**src/verilog/mf2_pkg.sv**
```systemverilog
// Multiface Two state and config enums, RAM size, port and shadow slot constants
`default_nettype none

package mf2_pkg;

	//////////////////////////////////////////////////
	// Types
	//////////////////////////////////////////////////

	// Interface state
	typedef enum logic [1:0] {
		ST_IDLE        = 2'd0,
		ST_NMI_PENDING = 2'd1,
		ST_PAGED       = 2'd2
	} mf2_state_t;

	// User setting from the OSD menu
	typedef enum logic [1:0] {
		CFG_ENABLED  = 2'd0,
		CFG_HIDDEN   = 2'd1,
		CFG_DISABLED = 2'd2
	} mf2_config_t;

	//////////////////////////////////////////////////
	// Addresses
	//////////////////////////////////////////////////

	localparam int MF2_RAM_AW = 13;

	// Opcode fetch addresses seen on M1
	localparam logic [15:0] NMI_ENTRY_ADDR = 16'h0066;
	localparam logic [15:0] HIDE_ADDR      = 16'h0065;

	// FEE8/FEEA, bit 1 selects in or out
	localparam logic [13:0] PAGE_PORT_BASE = 14'h3FBA;

	// Compared with cpu_addr[15:13]
	localparam logic [2:0] ROM_WINDOW = 3'b000;
	localparam logic [2:0] RAM_WINDOW = 3'b001;

	// I/O port high bytes of the shadowed chips
	localparam logic [7:0] GA_PORT_HI   = 8'h7F;
	localparam logic [7:0] CRTC_SEL_HI  = 8'hBC;
	localparam logic [7:0] CRTC_DATA_HI = 8'hBD;
	localparam logic [7:0] PPI_PORT_HI  = 8'hF7;
	localparam logic [7:0] ROM_SEL_HI   = 8'hDF;

	// Where the shadowed registers sit in the 8 KB RAM
	localparam logic [12:0] SLOT_PEN       = 13'h1FCF;
	localparam logic [12:0] SLOT_BORDER    = 13'h1FDF;
	localparam logic [12:0] SLOT_PEN_BASE  = 13'h1F90;
	localparam logic [12:0] SLOT_MODE      = 13'h1FEF;
	localparam logic [12:0] SLOT_BANK      = 13'h1FFF;
	localparam logic [12:0] SLOT_CRTC_SEL  = 13'h1CFF;
	localparam logic [12:0] SLOT_CRTC_BASE = 13'h1DB0;
	localparam logic [12:0] SLOT_PPI       = 13'h17FF;
	localparam logic [12:0] SLOT_ROM       = 13'h1AAC;

endpackage

`default_nettype wire

```
**src/verilog/mf2_control.sv**
```systemverilog
// Multiface Two paging and NMI state machine with hidden flag
`default_nettype none

module mf2_control import mf2_pkg::*; (
	input  wire              clk_sys,
	input  wire              reset,
	input  wire       [15:0] cpu_addr,
	input  wire              m1,
	input  wire              key_nmi,
	input  wire mf2_config_t mf2_config,
	input  wire              page_wr,
	input  wire              page_on,
	output logic             nmi,
	output logic             paged,
	output logic             rom_en
);

	mf2_state_t state;
	mf2_state_t state_next;
	logic       hidden;
	logic       key_nmi_d;
	logic       m1_d;
	logic       key_rise;
	logic       fetch_rise;
	logic       page_allow;

	assign key_rise   = key_nmi & ~key_nmi_d;
	assign fetch_rise = m1 & ~m1_d;
	// Page port only works when not hidden and not switched off
	assign page_allow = page_on & ~hidden & (mf2_config != CFG_DISABLED);

	//////////////////////////////////////////////////
	// Next state
	//////////////////////////////////////////////////

	always_comb begin
		state_next = state;
		case (state)
			ST_IDLE: begin
				if (key_rise && mf2_config != CFG_DISABLED)
					state_next = ST_NMI_PENDING;
			end
			ST_NMI_PENDING: begin
				// CPU has taken the NMI
				if (fetch_rise && cpu_addr == NMI_ENTRY_ADDR)
					state_next = ST_PAGED;
			end
			default: state_next = state;
		endcase

		// Port writes override the fetch path
		if (page_wr) begin
			if (page_allow)
				state_next = ST_PAGED;
			else if (state == ST_PAGED)
				state_next = ST_IDLE;
		end
	end

	always_ff @(posedge clk_sys) begin
		if (reset) begin
			state     <= ST_IDLE;
			hidden    <= (mf2_config == CFG_HIDDEN) || (mf2_config == CFG_DISABLED);
			key_nmi_d <= 1'b0;
			m1_d      <= 1'b0;
		end else begin
			state     <= state_next;
			key_nmi_d <= key_nmi;
			m1_d      <= m1;
			if (state == ST_NMI_PENDING && fetch_rise && cpu_addr == NMI_ENTRY_ADDR)
				hidden <= 1'b0;
			// Software asks to hide the interface
			if (state == ST_PAGED && fetch_rise && cpu_addr == HIDE_ADDR)
				hidden <= 1'b1;
		end
	end

	assign nmi    = (state == ST_NMI_PENDING);
	assign paged  = (state == ST_PAGED);
	assign rom_en = paged && (cpu_addr[15:13] == ROM_WINDOW);

endmodule

`default_nettype wire

```
**config.mk**
```make
export PLATFORM = sky130hd
export DESIGN_NAME = mf2_control
export DESIGN_NICKNAME = d
export VERILOG_FILES = /design/src/verilog/mf2_pkg.sv /design/src/verilog/mf2_control.sv
export SDC_FILE = /design/constraint.sdc
export NUM_CORES = 1
export LEC_CHECK = 0
export BUFFER_PORTS_ARGS = -buffer_cell sky130_fd_sc_hd__buf_2
export CAP_MARGIN = 30
export CORE_AREA = 4 4 41 43
export DETAILED_ROUTE_END_ITERATION = 16
export DIE_AREA = 0 0 45 47
export GPL_TIMING_DRIVEN = 0
export PLACE_DENSITY = 0.66
export SYNTH_ARGS = -nofsm -noshare
export SYNTH_HDL_FRONTEND = slang
export SYNTH_SLANG_ARGS = --single-unit
```
**constraint.sdc**
```tcl
create_clock -name clk_sys -period 2.4 [get_ports clk_sys]
set_input_delay 0.24 -clock clk_sys [delete_from_list [all_inputs] [get_ports clk_sys]]
set_output_delay 0.24 -clock clk_sys [all_outputs]
set_load 0.03 [all_outputs]
```
======== After elaboration in Yosys (flattened, before gate mapping) ========
Index checks and enable logic that the tools add are counted.
word-level totals
  bits in registers ....................... 5
  output and inout bits ................... 3
cells by class
  equality and inequality tests ........... 7
  muxes and demuxes ....................... 9
  bitwise operators ....................... 7
  reduce and logical (&&, ||, !) cells .... 11
operator list
  operator               count
  $eq A16 B7 Y1 const B  2
  $mux W2                5
  $logic_and A1 B1 Y1    7
  $and A1 B1 Y1          4
  $eq A2 B1 Y1 const B   2
  $eq A2 B2 Y1 const B   2
  $pmux W2 S2            1
  $logic_not A3 Y1       1
  $mux W1                3
  $not A1 Y1             3
  $reduce_bool A3 Y1     1
  $logic_not A2 Y1       1
  $ne A2 B2 Y1 const B   1
  $logic_or A1 B1 Y1     1

======== Longest topological paths before layout ========
  depth after elaboration ................. 8
  mapped depth ............................ 5
  mapped depth without buffers ............ 5

======== Least setup slack after synthesis ========
No wires, ideal clock.
  kind .................................... register to output
  start point ............................. register (tool-made name)
  end point ............................... output rom_en
  arrival time ............................ 1.261 ns
  data required time ...................... 2.160 ns
  setup slack ............................. 0.899 ns
  cell stages (with the launch flop) ...... 3
  buffers on the path ..................... 0
  cells stage by stage .................... dfxtp_1 -> nor2b_1 -> and2_1
RTL lines
  element           RTL line           text
  end: declaration  mf2_control.sv:15  output logic rom_en

==> flow_metrics.py <==
metrics = {
    "outcome": {
        "status": "finished, final reports clean",
    },
    "placed_design": {
        "place_hpwl_um": 718,
        "io_buffers": 26,
        "placed_area_um2": 488,
        "place_congestion": 0.690,
    },
    "clock_network": {
        "cts_root_buffer": "clkbuf_4",
        "clkLatencyLatePin_ns": 0.23,
        "postCtsHoldBufs": 0,
        "clk_transition_reported_paths_ns": 0.04,
        "numCtsBuffers": 3,
        "post_cts_buffers": 0,
        "cts_tree": "done",
        "htreeDepth": 1,
        "clock-sinks": 5,
        "cts_resized": 0,
        "clock_path_buffers": 2,
    },
    "synth": {
        "seq_area_frac_synth_pct": 32.5,
        "netlist_instances": 34,
        "synth.avg_cell_area_um2": 9.97,
        "ys_ff_latch": 5,
        "syn_nets": 59,
        "yosysUniqueCellTypes": 23,
        "yosys_warnings": 0,
        "synth_area_um2": 339,
    },
    "drt": {
        "wl_um": 830,
        "drtAntennaViolNets": 0,
        "vias_per_cell": 4.58,
        "avgRoutedWirePerCell_um": 10.5,
        "vias": 362,
        "drcViolationCount": 0,
        "drt_iter0_drc": 1,
        "drt-pass1-iter-count": 2,
    },
    "critical_path": {
        "cp_max_fo": 6,
        "startpoint_type": "flip-flop",
        "critPathKind": "flip-flop to output port",
        "required_ns": 2.16,
        "rrSetupSlack_ns": 1.18,
        "arrival_ns": 1.14,
        "cp-end-kind": "output port",
    },
    "sta": {
        "max_slew_margin_pct": 85.7,
        "drv_slew": 0,
        "fin_crit_sh_pct": 57.6,
        "fmax_ghz": 0.723,
        "grt_setup_unrepaired": "false",
        "finalSetupViolations": 0,
        "finalSetupTns_ns": 0,
        "clock_skew_ns": 0.000616,
        "tightestPinTransition_ns": 0.213,
        "fin_crit_ns": 1.38,
        "final_hold_viol_count": 0,
    },
    "power": {
        "power.switching_uw": 54.8,
        "p_leak_uw": 0.000245,
        "cell_internal_pwr_uw": 182,
        "powerDensity_nw_per_um2": 460,
        "clockPowerShare_pct": 39.5,
        "swShare_pct": 23.1,
        "max-vdd-ir-drop_mv": 0.171,
        "sequentialPowerShare_pct": 40.5,
        "combPwrFrac_pct": 20.0,
    },
    "flow_run": {
        "drv_cap": 0,
    },
    "global_routing": {
        "grtUsageTotal_pct": 8.78,
        "met3_usage_pct": 1.15,
        "grt_pass1_wl_um": 1320,
        "grt_pass1_vias": 339,
        "use_met2_pct": 13.3,
        "grt_max_degree": 7,
        "busiest_layer": "met2",
        "grt_use_met1_pct": 11.2,
        "grt-ovfl-total": 0,
        "grt_antenna_before_repair": 0,
    },
    "worst_hold_path": {
        "hp-class": "input pin to flip-flop",
    },
    "final_layout": {
        "design_area_um2": 514,
        "fill_cells": 146,
        "nets": 90,
        "syn_to_final_growth_pct": 51.7,
        "layout-drive-gt1-share_pct": 53.1,
        "antenna_cells": 0,
    },
    "floorplanning": {
        "core_region_area_um2": 1300,
        "die_h_um": 47,
        "start_util_pct": 26.1,
        "die-width_um": 45,
        "ios": 27,
        "dieArea_um2": 2120,
        "fp-row-count": 13,
    },
}
-- critical path, cell delays in order (launching register included) --
cell	delay, ns
dfxtp_1	0.41
nor2b_1	0.17
and2_1	0.13
buf_2	0.19
-- cell type report --
type                       count  area [µm²]  area share, %
clock buffer                   4        26.3           5.11
inverter                       3        11.3           2.19
multi-input combinational     26         218           42.3
sequential                     5         110           21.4
tap                           15        18.8           3.65
timing repair buffer          26         130           25.3
-- Yosys cell counts --
cell type,count,area [µm²]
o211ai_1,3,22.5
nor4_2,1,12.5
o21ai_1,1,5.00
and2b_2,1,8.76
nand3_1,2,10.0
and2_1,1,6.26
o221ai_1,1,8.76
nor3_1,1,5.00
and2b_1,1,7.51
and4bb_1,2,25.0
nand4bb_1,1,11.3
o22ai_1,1,6.26
edfxtp_1,1,30.0
ha_1,1,12.5
and4bb_2,1,12.5
dfxtp_1,4,80.1
nor2b_1,3,18.8
inv_2,1,3.75
nor4b_2,1,15.0
nand4_1,2,12.5
inv_1,2,7.51
o21ba_1,1,10.0
nor3b_1,1,7.51
-- kinds of logic after synthesis --
kind of cell,count (synthesis),share of synthesized area [%]
compound gates,7,15.5
fa+ha+maj,1,3.69
buf+inv,3,3.32
flops,5,32.5
simple gates,18,45.0
-- power by group through the flow --
stage	Combinational (µW)	Sequential [µW]	Clock [µW]
final	47.2	95.9	93.4
after detailed placement	47.5	97.4	0
after floorplan	23.7	96.0	0
after CTS	47.8	96.0	97.4
after global routing	52.5	96.5	104
after global placement	46.5	97.1	0
-- stage by stage --
step	worst slack, ns	hold slack [ns]	instances	power [µW]	util [%]
after global placement	1.15	0.456	75	144	37.5
after global routing	0.900	0.224	79	253	39.5
after detailed placement	1.15	0.466	75	145	37.5
after floorplan	0.899	0.312	34	120	-
final	1.02	0.222	79	237	39.5
after CTS	0.993	0.215	79	241	39.5
-- metal layers --
| metal | vias to the layer above | share of wire (%) | routed length (µm) |
|---|---|---|---|
| li1 | 194 | - | - |
| met1 | 153 | 44 | 365 |
| met2 | 15 | 47 | 389 |
| met3 | 0 | 8.9 | 74 |
| met4 | 0 | 0 | 0 |
| met5 | - | 0 | 0 |
-- path summary, 6_finish.rpt --
| kind | from | end | depth (start not counted) |
|---|---|---|---|
| min reg2reg | state[0] | flip-flop | 2 |
| max | flip-flop | rom_en | 3 |
| max reg2reg | flip-flop | hidden | 3 |
| min | reset | m1_d | 2 |
-- cell usage in the layout (no fill, tap or decap), drive strengths merged, types with 2 or more instances in the layout --
cell type / instances
clkbuf: 4
inv: 3
and4bb: 3
nand3: 2
dfxtp: 4
and2b: 2
o211ai: 3
nor2b: 3
nand4: 2
buf: 26
(Power assumes the default switching activity.)
